File: src/logic/csr_cfg.svh
`ifndef CSR_CFG_SVH
`define CSR_CFG_SVH

// data path width of the core
`define XLEN 64

// implemented machine CSRs: mstatus, mtvec, mepc, mcause, mscratch
`define NUM_CSR 5

// mstatus after reset, mpp = machine, sxl/uxl fields set
`define MSTATUS_RESET 64'h0000_000a_0000_1800

// mcause code of an environment call from machine mode
`define ECALL_CAUSE 11

`endif
File: src/logic/csr_pkg.sv
`default_nettype none

package csr_pkg;

`include "csr_cfg.svh"

    // register value or pc
    typedef logic [`XLEN-1:0] xlen_t;

    // raw instruction word
    typedef logic [31:0] instr_t;

    // compact index into the CSR storage
    typedef logic [2:0] csr_idx_t;

    // storage slots of the implemented CSRs
    localparam csr_idx_t idx_mstatus  = 3'd0;
    localparam csr_idx_t idx_mtvec    = 3'd1;
    localparam csr_idx_t idx_mepc     = 3'd2;
    localparam csr_idx_t idx_mcause   = 3'd3;
    localparam csr_idx_t idx_mscratch = 3'd4;

    // decoded system operation
    typedef enum logic [2:0] {
        // unknown encoding, answered as illegal
        op_none,
        // csrrw / csrrwi
        op_write,
        // csrrs / csrrsi
        op_set,
        // csrrc / csrrci
        op_clear,
        op_ecall,
        op_mret
    } sys_op_t;

    // CSR file FSM
    typedef enum logic [1:0] {
        // waiting for en
        ph_idle,
        // pending read-modify-write value goes into storage
        ph_commit,
        // answered, waiting for en to drop
        ph_done
    } csr_phase_t;

endpackage

`default_nettype wire

File: src/logic/csr_unit.sv
`timescale 1ns/1ps
`default_nettype none

module csr_unit (
    input  logic            clk,
    input  logic            reset,
    input  logic            en,
    input  csr_pkg::xlen_t  pc,
    input  csr_pkg::instr_t instr,
    input  csr_pkg::xlen_t  rs1_data,
    output logic            ready,
    output csr_pkg::xlen_t  rd_data,
    output logic            redirect,
    output csr_pkg::xlen_t  target_pc,
    output logic            illegal
);

    // decoder to CSR file
    csr_pkg::sys_op_t  op;
    csr_pkg::csr_idx_t idx;
    csr_pkg::xlen_t    src;
    logic              illegal_instr;

    // combinational decode of the held instruction
    sys_decode i_sys_decode (
        .instr         (instr),
        .rs1_data      (rs1_data),
        .op            (op),
        .idx           (idx),
        .src           (src),
        .illegal_instr (illegal_instr)
    );

    // all state lives here
    csr_file i_csr_file (
        .clk           (clk),
        .reset         (reset),
        .en            (en),
        .pc            (pc),
        .op            (op),
        .idx           (idx),
        .src           (src),
        .illegal_instr (illegal_instr),
        .ready         (ready),
        .rd_data       (rd_data),
        .redirect      (redirect),
        .target_pc     (target_pc),
        .illegal       (illegal)
    );

endmodule

`default_nettype wire

File: src/logic/csr_file.sv
`timescale 1ns/1ps
`default_nettype none

`include "csr_cfg.svh"

module csr_file (
    input  logic              clk,
    input  logic              reset,
    input  logic              en,
    input  csr_pkg::xlen_t    pc,
    input  csr_pkg::sys_op_t  op,
    input  csr_pkg::csr_idx_t idx,
    input  csr_pkg::xlen_t    src,
    input  logic              illegal_instr,
    output logic              ready,
    output csr_pkg::xlen_t    rd_data,
    output logic              redirect,
    output csr_pkg::xlen_t    target_pc,
    output logic              illegal
);

    // machine CSR storage, slot order as in csr_pkg
    csr_pkg::xlen_t csr_q [`NUM_CSR];

    csr_pkg::csr_phase_t phase_q;

    logic              ready_q;
    logic              redirect_q;
    logic              illegal_q;
    csr_pkg::xlen_t    rd_data_q;
    csr_pkg::xlen_t    target_pc_q;

    // write-back value and slot held over to the commit cycle
    csr_pkg::xlen_t    pending_q;
    csr_pkg::csr_idx_t commit_idx_q;

    csr_pkg::xlen_t old_val;
    csr_pkg::xlen_t new_val;
    logic           start;

    // a new instruction is only taken from idle
    assign start = en && (phase_q == csr_pkg::ph_idle);

    // old value, slots past the storage read as zero
    assign old_val = (idx < `NUM_CSR) ? csr_q[idx] : '0;

    // read-modify-write result
    always_comb begin
        case (op)
            csr_pkg::op_write: new_val = src;
            csr_pkg::op_set:   new_val = old_val | src;
            csr_pkg::op_clear: new_val = old_val & ~src;
            default:           new_val = old_val;
        endcase
    end

    // FSM, answer flags and CSR storage
    always_ff @(posedge clk) begin
        if (reset) begin
            phase_q    <= csr_pkg::ph_idle;
            ready_q    <= 1'b0;
            redirect_q <= 1'b0;
            illegal_q  <= 1'b0;
            rd_data_q  <= '0;
            for (int i = 0; i < `NUM_CSR; i++) begin
                csr_q[i] <= (i == csr_pkg::idx_mstatus) ? `MSTATUS_RESET : '0;
            end
        end else begin
            // answer flags are single-cycle pulses
            ready_q    <= 1'b0;
            redirect_q <= 1'b0;
            illegal_q  <= 1'b0;
            case (phase_q)
                csr_pkg::ph_idle: begin
                    if (en) begin
                        ready_q <= 1'b1;
                        case (op)
                            csr_pkg::op_write,
                            csr_pkg::op_set,
                            csr_pkg::op_clear: begin
                                // old value out now, write lands next edge
                                rd_data_q <= old_val;
                                phase_q   <= csr_pkg::ph_commit;
                            end
                            csr_pkg::op_ecall: begin
                                // trap entry
                                csr_q[csr_pkg::idx_mepc]   <= pc;
                                csr_q[csr_pkg::idx_mcause] <= csr_pkg::xlen_t'(`ECALL_CAUSE);
                                rd_data_q  <= '0;
                                redirect_q <= 1'b1;
                                phase_q    <= csr_pkg::ph_done;
                            end
                            csr_pkg::op_mret: begin
                                rd_data_q  <= '0;
                                redirect_q <= 1'b1;
                                phase_q    <= csr_pkg::ph_done;
                            end
                            default: begin
                                // op_none, nothing changes
                                rd_data_q <= '0;
                                illegal_q <= illegal_instr;
                                phase_q   <= csr_pkg::ph_done;
                            end
                        endcase
                    end
                end
                csr_pkg::ph_commit: begin
                    csr_q[commit_idx_q] <= pending_q;
                    phase_q <= csr_pkg::ph_idle;
                end
                csr_pkg::ph_done: begin
                    // held en must not restart the instruction
                    if (!en) begin
                        phase_q <= csr_pkg::ph_idle;
                    end
                end
                default: phase_q <= csr_pkg::ph_idle;
            endcase
        end
    end

    // payload captured on acceptance
    always_ff @(posedge clk) begin
        if (start) begin
            pending_q    <= new_val;
            commit_idx_q <= idx;
            // mtvec for ecall, mepc for mret
            if (op == csr_pkg::op_ecall) begin
                target_pc_q <= csr_q[csr_pkg::idx_mtvec];
            end else if (op == csr_pkg::op_mret) begin
                target_pc_q <= csr_q[csr_pkg::idx_mepc];
            end
        end
    end

    assign ready     = ready_q;
    assign rd_data   = rd_data_q;
    assign redirect  = redirect_q;
    assign target_pc = target_pc_q;
    assign illegal   = illegal_q;

endmodule

`default_nettype wire

File: src/logic/sys_decode.sv
`timescale 1ns/1ps
`default_nettype none

module sys_decode (
    input  csr_pkg::instr_t   instr,
    input  csr_pkg::xlen_t    rs1_data,
    output csr_pkg::sys_op_t  op,
    output csr_pkg::csr_idx_t idx,
    output csr_pkg::xlen_t    src,
    output logic              illegal_instr
);

    // SYSTEM major opcode
    localparam logic [6:0] opcode_system = 7'b111_0011;

    // privileged instructions, matched on the whole word
    localparam csr_pkg::instr_t ecall_word = 32'h0000_0073;
    localparam csr_pkg::instr_t mret_word  = 32'h3020_0073;

    // architectural CSR addresses
    localparam logic [11:0] addr_mstatus  = 12'h300;
    localparam logic [11:0] addr_mtvec    = 12'h305;
    localparam logic [11:0] addr_mscratch = 12'h340;
    localparam logic [11:0] addr_mepc     = 12'h341;
    localparam logic [11:0] addr_mcause   = 12'h342;

    logic [6:0]        opcode;
    logic [2:0]        funct3;
    logic [11:0]       csr_addr;
    logic [4:0]        uimm;
    logic              addr_hit;
    csr_pkg::csr_idx_t addr_idx;

    // instruction fields
    assign opcode   = instr[6:0];
    assign funct3   = instr[14:12];
    assign csr_addr = instr[31:20];
    // rs1 field doubles as the 5-bit immediate
    assign uimm     = instr[19:15];

    // map the 12-bit address onto the compact index
    always_comb begin
        addr_hit = 1'b1;
        addr_idx = csr_pkg::idx_mstatus;
        case (csr_addr)
            addr_mstatus:  addr_idx = csr_pkg::idx_mstatus;
            addr_mtvec:    addr_idx = csr_pkg::idx_mtvec;
            addr_mepc:     addr_idx = csr_pkg::idx_mepc;
            addr_mcause:   addr_idx = csr_pkg::idx_mcause;
            addr_mscratch: addr_idx = csr_pkg::idx_mscratch;
            default:       addr_hit = 1'b0;
        endcase
    end

    assign idx = addr_idx;

    // funct3[2] picks the zero-extended immediate over rs1
    assign src = funct3[2] ? csr_pkg::xlen_t'(uimm) : rs1_data;

    // operation select, anything unmatched stays op_none
    always_comb begin
        op = csr_pkg::op_none;
        if (opcode == opcode_system) begin
            case (funct3)
                3'b000: begin
                    // only the exact ecall and mret words are accepted
                    if (instr == ecall_word) begin
                        op = csr_pkg::op_ecall;
                    end else if (instr == mret_word) begin
                        op = csr_pkg::op_mret;
                    end
                end
                3'b001, 3'b101: begin
                    if (addr_hit) begin
                        op = csr_pkg::op_write;
                    end
                end
                3'b010, 3'b110: begin
                    if (addr_hit) begin
                        op = csr_pkg::op_set;
                    end
                end
                3'b011, 3'b111: begin
                    if (addr_hit) begin
                        op = csr_pkg::op_clear;
                    end
                end
                // funct3 100 is reserved
                default: ;
            endcase
        end
    end

    // legality is decided here alone
    assign illegal_instr = (op == csr_pkg::op_none);

endmodule

`default_nettype wire

File: config.mk
export PLATFORM = sky130hd
export DESIGN_NAME = csr_unit
export DESIGN_NICKNAME = d
export VERILOG_FILES = /design/src/logic/csr_pkg.sv /design/src/logic/csr_unit.sv /design/src/logic/csr_file.sv /design/src/logic/sys_decode.sv
export VERILOG_INCLUDE_DIRS = /design/src /design/src/logic
export SDC_FILE = /design/constraint.sdc
export NUM_CORES = 1
export LEC_CHECK = 0
export BUFFER_PORTS_ARGS = -buffer_cell sky130_fd_sc_hd__buf_4
export CORE_MARGIN = 2
export CORE_UTILIZATION = 40
export DETAILED_ROUTE_END_ITERATION = 10
export GPL_ROUTABILITY_DRIVEN = 0
export PLACE_DENSITY = 0.63
export SLEW_MARGIN = 20
export SYNTH_ARGS = -nofsm -noshare
export SYNTH_HDL_FRONTEND = slang
export SYNTH_SLANG_ARGS = --single-unit
File: constraint.sdc
create_clock -name clk -period 8.81 [get_ports clk]
set_input_delay 1.762 -clock clk [delete_from_list [all_inputs] [get_ports clk]]
set_output_delay 1.762 -clock clk [all_outputs]
set_load 0.005 [all_outputs]
==> impl_metrics.json, run 1 <==
{
  "netlist_top_cells_count": "edfxtp_1, and2_1, nand2_1",
  "maxCapViolCount": 0,
  "fin_ws_ns": 3.704,
  "hold_viol": 0,
  "grt_pass1_wl_um": 118900,
  "nets": 2344,
  "path_delay_family": "simple AND/OR/NAND/NOR gates",
  "grt_pass1_vias": 18350,
  "pin_count": 294,
  "area_delta_synth_final_pct": 19.02,
  "hold_path_class": "flop to flop",
  "path_clk_slew_ns": 0.06,
  "ys_ff_latch": 520,
  "num_rows": 90,
  "cts-root-buf": "clkbuf_16",
  "internal-power_mw": 4.151,
  "cts_tree": "yes",
  "cts_setup_buffers": 0,
  "start_kind": "input port",
  "power_leakage_nw": 10.99,
  "htreeDepth": 2,
  "port_buffers": 293,
  "core-area_um2": 60020,
  "overflow": 0,
  "arrival_ns": 5.60,
  "crit_type": "input port to flop",
  "yosysMostFrequentCell": "edfxtp_1",
  "start_util_pct": 40.24,
  "setup-tns-final_ns": 0,
  "status": "completed",
  "swShare_pct": 22.50,
  "fin_crit_ns": 5.106,
  "final_max_slew_viol_count": 0,
  "required_ns": 9.30,
  "cts_num_sinks": 520,
  "wirelength_um": 81600,
  "seq_power_share_pct": 51.8,
  "crit_fanout": 65,
  "antenna_found_initial": 5,
  "synth_top_cells_by_area": "edfxtp_1, and2_1, dfxtp_1",
  "rsz0062_at_grt": "no",
  "synth_largest_area_cell": "edfxtp_1",
  "syn_area_um2": 24150,
  "yosys_warnings": 0,
  "dp_hpwl_um": 46760,
  "p_switching_mw": 1.205,
  "syn_avg_cell_area_um2": 12.28,
  "wl_per_cell_um": 27.09,
  "max_stage_delay_ns": 1.01,
  "syn-num-nets": 2129,
  "grt_max_degree": 66,
  "finalSetupViolations": 0,
  "via_count": 17940,
  "initialDrtViolationCount": 1916,
  "max_clock_freq_mhz": 195.9,
  "detail-route-antenna-nets": 0,
  "period_share_pct": 57.95,
  "power.density_nw_per_um2": 186.4,
  "clk_latency_ns": 0.62,
  "yosys.area.top_type_share_pct": 56.08,
  "drive_above_1_share_pct": 25.33,
  "fp.dieW_um": 249.7,
  "fin_cells": 3012,
  "yosysSeqAreaShare_pct": 61.80,
  "synth_edf_count": 451,
  "clock_skew_ns": 0.02673,
  "cpMaxStageDelayCell": "nand3_4",
  "cts_resized": 0,
  "comb_power_share_pct": 5.3,
  "place_ws_ns": 3.143,
  "cp_num_buf_inv": 1,
  "worstMarginPinSlew_ns": 1.167,
  "ir_drop_mv": 0.1380,
  "numCtsBuffers": 56,
  "via_per_inst": 5.957,
  "dp_cells": 2904,
  "drt-pass1-iter-count": 5,
  "crit_path_cell_trace": "buf_4 -> nand4bb_1 -> o211ai_1 -> and3_4 -> nand3_4 -> o21ai_0",
  "ys.flop_type": "edfxtp_1",
  "ys_types": 62,
  "grt_use_total_pct": 25.73,
  "fp.dieH_um": 249.7,
  "power_frac_clock_pct": 42.9,
  "drc": 0,
  "max_slew_margin_pct": 21.82,
  "clockBufferDepth": 3,
  "synth_cells": 1966,
  "crit_path_end_kind": "flop",
  "async_flop_share_pct": 0,
  "ctsHoldBuffers": 0,
  "die-area_um2": 62360
}
## flip-flops by register name, summed over array words and instances (netlist names)
register	flops
i_csr_file.commit_idx_q	3
i_csr_file.csr_q	320
i_csr_file.illegal	1
i_csr_file.pending_q	64
i_csr_file.phase_q	2
i_csr_file.rd_data	64
i_csr_file.ready	1
i_csr_file.redirect	1
i_csr_file.target_pc	64
## worst reg2reg max path, delay by kind of cell (launching register included)
family | cells | cell delay [ns]
simple gates | 4 | 1.29
buf+inv | 2 | 1.41
flops | 1 | 0.34
compound gates | 1 | 0.09
## final timing paths
path / start / cells past startpoint / to / slack, ns
max: instr[20] / 6 / i_csr_file.rd_data[40] / 3.70
min: i_csr_file.rd_data[24] / 2 / i_csr_file.rd_data[24] / 0.46
max reg2reg: i_csr_file.phase_q[0] / 7 / i_csr_file.rd_data[12] / 5.49
min reg2reg: i_csr_file.rd_data[24] / 2 / i_csr_file.rd_data[24] / 0.46
## kinds of logic (layout without fill, tap and decap cells)
group           after synthesis  count (layout)  synth area share (%)
simple gates                709             709                 15.86
flops                       520             520                 61.80
compound gates              459             459                 15.19
buf+inv                     203             464                 3.694
mux                          74              74                 3.425
xor+xnor                      1               1               0.03627
other cells                   0               3                     0
## power by group through the flow
stage / registers, mW / clock network (mW) / logic (mW)
finish: 2.77 / 2.30 / 0.284
CTS: 2.77 / 2.32 / 0.280
detailed placement: 2.82 / 0 / 0.280
floorplan: 2.81 / 0 / 0.125
global placement: 2.82 / 0 / 0.276
global route: 2.78 / 2.42 / 0.298
## per-stage QoR
stage / utilization (%) / power [mW] / instance area [um^2] / hold WS (ns)
after floorplan: - / 2.935 / 24150 / 0.4460
after global placement: 44.87 / 3.097 / 26930 / 0.4457
after detailed placement: 44.87 / 3.103 / 26930 / 0.4480
after CTS: 47.83 / 5.371 / 28710 / 0.4623
after global routing: 47.89 / 5.496 / 28740 / 0.4808
final: 47.89 / 5.357 / 28750 / 0.4567
## cell type report
| cell class | count | area (um^2) |
|---|---|---|
| fill | 5407 | 31280 |
| sequential | 520 | 14920 |
| multi-input combinational | 1243 | 8491 |
| timing repair buffer | 317 | 2404 |
| clock buffer | 85 | 1620 |
| tap | 782 | 978.4 |
| inverter | 43 | 165.2 |
| clock inverter | 19 | 155.1 |
| antenna | 3 | 7.507 |
## layer usage
metal  vias to the layer above  global-route usage [%]  part of all wire, %
met1                      9060                   33.61                   40
met4                         4                   9.432                  3.6
li1                       7788                       -                    -
met2                       911                   42.46                   47
met3                       179                   5.142                  8.8
met5                         -                       0                0.028
## cell usage in the layout, fill, tap and decap left out, drive strengths merged, types with 59 or more instances in the layout
cell / count
edfxtp: 451
a21oi: 65
mux2: 69
nand2: 206
a22oi: 64
and3: 59
dfxtp: 69
a221oi: 61
clkbuf: 85
o21ai: 98
buf: 317
a22o: 64
a221o: 59
and2: 252
(Power assumes the default switching activity.)
==> inputs of run 2 (changes only) <==
- PLACE_DENSITY: 0.63 -> 0.66
- clock period: 8.81 -> 4.43 ns (I/O delays scaled with it)
==> run 2 against run 1 <==
Effect of this change:
- clock skew decreased by 0.014 ns
- utilization increased by 0.36 points
- critical endpoint is now i_csr_file.csr_q[3][50]
- hold slack got worse by 0.0035 ns
- first-iteration DRC count increased by 5.0%
- combinational power increased by 100%
- global-route usage decreased by 0.22 points
- non-clock buffer count increased by 26
- cell count increased by 0.66%
- clock power increased by 92%
- cell area increased by 0.75%
- largest power group unchanged
- worst setup slack got worse by 2.7 ns
==> impl_metrics.json, run 2 (synthesis gave the netlist of run 1 again) <==
{
  "port_buffers": 293,
  "cpMaxStageDelayCell": "nor4_2",
  "crit_type": "input port to flop",
  "start_kind": "input port",
  "reg2reg_depth": 5,
  "via_count": 18050,
  "max_stage_delay_ns": 0.59,
  "final_area_um2": 28960,
  "cts-root-buf": "clkbuf_16",
  "cts_resized": 0,
  "maxCapViolCount": 0,
  "cts_tree": "yes",
  "largest_register": "i_csr_file.csr_q",
  "hold_ws_ns": 0.4533,
  "crit_path_end_kind": "flop",
  "clockBufferDepth": 3,
  "cts_setup_buffers": 0,
  "max_clock_freq_mhz": 295.7,
  "drc": 0,
  "fin_crit_ns": 3.382,
  "wirelength_um": 80940,
  "die-area_um2": 62360,
  "detail-route-antenna-nets": 0,
  "status": "completed",
  "startpoint": "instr[26]",
  "worstMarginPinSlew_ns": 1.171,
  "drt-pass1-iter-count": 6,
  "antenna_found_initial": 7,
  "mostFrequentLayoutCell": "edfxtp_1",
  "regArea_um2": 14920,
  "ctsHoldBuffers": 0,
  "ir_drop_mv": 0.2855,
  "grt_pass1_wl_um": 118900,
  "crit_path_cell_trace": "buf_4 -> or4_1 -> nor4_2 -> o2111a_1 -> nand2b_4 -> inv_1 -> a211o_4 -> buf_12",
  "num_rows": 90,
  "cts_num_sinks": 520,
  "placedInstanceArea_um2": 27270,
  "grt_use_total_pct": 25.51,
  "hold_viol": 0,
  "path_delay_family": "simple AND/OR/NAND/NOR gates",
  "final_max_slew_viol_count": 0,
  "grt_pass1_vias": 18280,
  "grt_max_degree": 95,
  "area_delta_synth_final_pct": 19.92,
  "fp.dieH_um": 249.7,
  "timing.rr.start": "i_csr_file.phase_q[1]",
  "clk_latency_ns": 0.61,
  "pin_count": 294,
  "required_ns": 4.73,
  "period_share_pct": 76.34,
  "arrival_ns": 3.68,
  "largest_reg_flops": 320,
  "multi_input_area_um2": 8493,
  "final.fill_count": 5347,
  "via_per_inst": 5.954,
  "start_util_pct": 40.24,
  "hold_path_class": "flop to flop",
  "cp.depth": 8,
  "power_leakage_nw": 11.10,
  "htreeDepth": 2,
  "path_clk_slew_ns": 0.06,
  "core-area_um2": 60020,
  "numCtsBuffers": 54,
  "crit_fanout": 23,
  "reg2reg_slack_ns": 2.07,
  "setup-tns-final_ns": 0,
  "overflow": 0,
  "clock_skew_ns": 0.01306,
  "cp_num_buf_inv": 3,
  "fp.dieW_um": 249.7,
  "finalSetupViolations": 0,
  "drive_above_1_share_pct": 26.17,
  "rsz0062_at_grt": "no",
  "mostFrequentLayoutCells": "edfxtp_1, buf_4, and2_1",
  "dp_hpwl_um": 49380,
  "max_slew_margin_pct": 21.95,
  "initialDrtViolationCount": 2011,
  "nets": 2368,
  "cp-endpoint": "i_csr_file.csr_q[3][50]",
  "power.density_nw_per_um2": 362.6,
  "wl_per_cell_um": 26.70,
  "r2r-end": "i_csr_file.csr_q[4][50]"
}
run 2: power by group:
part | total, mW | switching [mW] | internal, mW
clock | 4.41 | 1.93 | 2.48
sequential | 5.51 | 0.0753 | 5.44
combinational | 0.572 | 0.371 | 0.201
total | 10.5 | 2.38 | 8.12
run 2: per-stage QoR:
stage               setup WS, ns  total power, mW  util (%)  std cells
floorplan                 0.1744            5.836         -       1966
global placement          0.5088            6.168     45.44       2931
detailed placement        0.5134            6.181     45.44       2931
CTS                        1.142            10.56     48.24       3029
global route               1.043            10.78     48.24       3029
finish                     1.048            10.50     48.25       3032
run 2: final cells by class:
class | count | area share (%)
well taps | 782 | 3.378
multi-input cells | 1243 | 29.33
clock inverters | 25 | 0.6351
repair buffers | 343 | 9.366
diodes | 3 | 0.02592
clock buffers | 73 | 5.167
flip-flops and latches | 520 | 51.53
inverters | 43 | 0.5703
run 2: layer usage:
| metal | part of all wire [%] | track usage, % | vias up |
|---|---|---|---|
| met1 | 40 | 33.59 | 9080 |
| met5 | 0.063 | 0 | - |
| met2 | 47 | 41.42 | 972 |
| li1 | - | - | 7830 |
| met3 | 9.4 | 5.465 | 164 |
| met4 | 3.3 | 9.552 | 8 |
run 2: how the worst min path moves through the flow:
stage | start | to | depth (start not counted)
6_report | i_csr_file.rd_data[29] | i_csr_file.rd_data[29] | 2
5_1_grt | i_csr_file.rd_data[25] | i_csr_file.rd_data[25] | 2
3_3_place_gp | i_csr_file.rd_data[5] | i_csr_file.rd_data[5] | 2
3_5_place_dp | i_csr_file.rd_data[29] | i_csr_file.rd_data[29] | 2
4_1_cts | i_csr_file.rd_data[29] | i_csr_file.rd_data[29] | 2
2_1_floorplan | i_csr_file.rd_data[4] | i_csr_file.rd_data[4] | 2
run 2: worst register-to-register path: stages, from the launching register on:
cell and delay (ns):
dfxtp_1 0.39, nor2_1 0.20, nand3b_1 0.25, nor2_4 0.17, or2_4 0.58, buf_4 0.43
==> inputs of run 3 (changes only) <==
- clock period: 4.43 -> 2.8 ns (I/O delays scaled with it)
==> run 3 against run 2 <==
Effect of this change:
- critical path depth unchanged
- worst setup slack worse by 0.73 ns
- largest cell class unchanged
- cell count grew 2.7%
- sequential share of layout area decreased by 2.3 points
- non-clock buffer count is 71 higher
- highest routed layer unchanged
- critical path type unchanged
- die area stayed put
- critical endpoint is now i_csr_file.pending_q[9]
- via count increased by 1.9%
==> impl_metrics.json, run 3 (synthesis gave the netlist of run 1 again) <==
{
  "max_stage_delay_ns": 0.49,
  "hold_viol": 0,
  "via_count": 18410,
  "power_leakage_nw": 11.76,
  "hold_path_class": "input port to flop",
  "grt_max_degree": 65,
  "numCtsBuffers": 58,
  "p_switching_mw": 3.953,
  "dp_hpwl_um": 52230,
  "fin_crit_ns": 2.479,
  "fp.dieH_um": 249.7,
  "required_ns": 3.15,
  "cp_num_buf_inv": 2,
  "power_frac_clock_pct": 45.8,
  "cts_tree": "yes",
  "ctsHoldBuffers": 0,
  "crit_fanout": 23,
  "status": "completed",
  "period_share_pct": 88.54,
  "clock_skew_ns": 0.01181,
  "drc": 0,
  "crit_type": "input port to flop",
  "cts_num_sinks": 520,
  "grt_use_total_pct": 26.28,
  "cts-root-buf": "clkbuf_16",
  "die-area_um2": 62360,
  "wl_per_cell_um": 26.76,
  "drt-pass1-iter-count": 5,
  "place_ws_ns": -0.2950,
  "max_clock_freq_mhz": 403.4,
  "mostFrequentLayoutCells": "edfxtp_1, buf_4, and2_1",
  "final_max_slew_viol_count": 0,
  "antenna_found_initial": 5,
  "pin_count": 294,
  "area_delta_synth_final_pct": 25.52,
  "total_power_mw": 17.94,
  "power.density_nw_per_um2": 591.8,
  "rsz0062_at_grt": "no",
  "mostFrequentLayoutCell": "edfxtp_1",
  "comb_power_share_pct": 5.5,
  "cts_resized": 0,
  "path_clk_slew_ns": 0.06,
  "largest_reg_flops": 320,
  "largest_register": "i_csr_file.csr_q",
  "num_rows": 90,
  "grt_pass1_wl_um": 121400,
  "cts_setup_buffers": 0,
  "initialDrtViolationCount": 1931,
  "fin_ws_ns": 0.3209,
  "overflow": 0,
  "max_slew_margin_pct": 42.59,
  "detail-route-antenna-nets": 0,
  "crit_path_end_kind": "flop",
  "internal-power_mw": 13.99,
  "ir_drop_mv": 0.4719,
  "start_util_pct": 40.24,
  "core-area_um2": 60020,
  "drive_above_1_share_pct": 28.84,
  "nets": 2443,
  "maxCapViolCount": 0,
  "worstMarginPinSlew_ns": 0.8612,
  "fp.dieW_um": 249.7,
  "path_delay_family": "simple AND/OR/NAND/NOR gates",
  "finalSetupViolations": 0,
  "clockBufferDepth": 3,
  "placedInstanceArea_um2": 28260,
  "hold_ws_ns": 0.2161,
  "arrival_ns": 2.83,
  "cpMaxStageDelayCell": "or3_1",
  "final_area_um2": 30310,
  "clk_latency_ns": 0.62,
  "start_kind": "input port",
  "setup-tns-final_ns": 0,
  "wirelength_um": 83350,
  "htreeDepth": 2,
  "seq_power_share_pct": 48.6,
  "crit_path_cell_trace": "buf_4 -> or3_1 -> or3_2 -> or2_2 -> buf_12 -> a221o_1 -> a22oi_2 -> a221oi_2",
  "port_buffers": 293,
  "swShare_pct": 22.04,
  "via_per_inst": 5.909,
  "grt_pass1_vias": 18730
}
## run 3: changes by cell type in the layout (fill, tap and decap cells not counted), sizes merged
cell and change:
clkinv +2, bufinv +9, buf +71, inv +1
## run 3: cell type report
type | instances | area (um^2)
Timing Repair Buffer | 414 | 3671
Antenna cell | 3 | 7.507
Fill cell | 5110 | 29710
Multi-Input combinational cell | 1243 | 8519
Clock inverter | 37 | 466.7
Sequential cell | 520 | 14920
Tap cell | 782 | 978.4
Clock buffer | 73 | 1582
Inverter | 43 | 165.2
## run 3: worst reg2reg max path, cell delays in order, from the launching register on
cell and delay, ns:
dfxtp_1 0.38, nor2_1 0.18, nand3b_1 0.24, nor3_2 0.30, or2_4 0.46, buf_12 0.25
## run 3: metrics by stage
stage / cells / util (%)
after CTS: 3112 / 50.49
after global routing: 3113 / 50.50
after global placement: 3002 / 47.08
after detailed placement: 3002 / 47.08
after floorplan: 1966 / -
final: 3115 / 50.51
## run 3: final timing paths
check	from	to	slack [ns]	depth (start not counted)
setup reg to reg	i_csr_file.phase_q[1]	i_csr_file.csr_q[0][31]	0.67	5
hold reg to reg	i_csr_file.rd_data[2]	i_csr_file.rd_data[2]	0.45	2
setup / recovery	instr[27]	i_csr_file.pending_q[9]	0.32	8
hold / removal	reset	i_csr_file.phase_q[1]	0.22	2
## run 3: metal layers
metal | vias to the layer above | wire length [um] | GRT usage, %
met1 | 9112 | 33310 | 34.81
met4 | 6 | 3508 | 10.84
met5 | - | 44 | 0
met3 | 215 | 7474 | 4.704
li1 | 7998 | - | -
met2 | 1074 | 39010 | 42.67
## run 3: power by group through the flow
stage | Combinational (mW) | Sequential, mW | Clock (mW)
floorplan | 0.398 | 8.84 | 0
global placement | 0.965 | 8.87 | 0
detailed placement | 0.981 | 8.88 | 0
CTS | 0.986 | 8.72 | 8.30
global route | 1.04 | 8.74 | 8.58
finish | 0.995 | 8.72 | 8.22
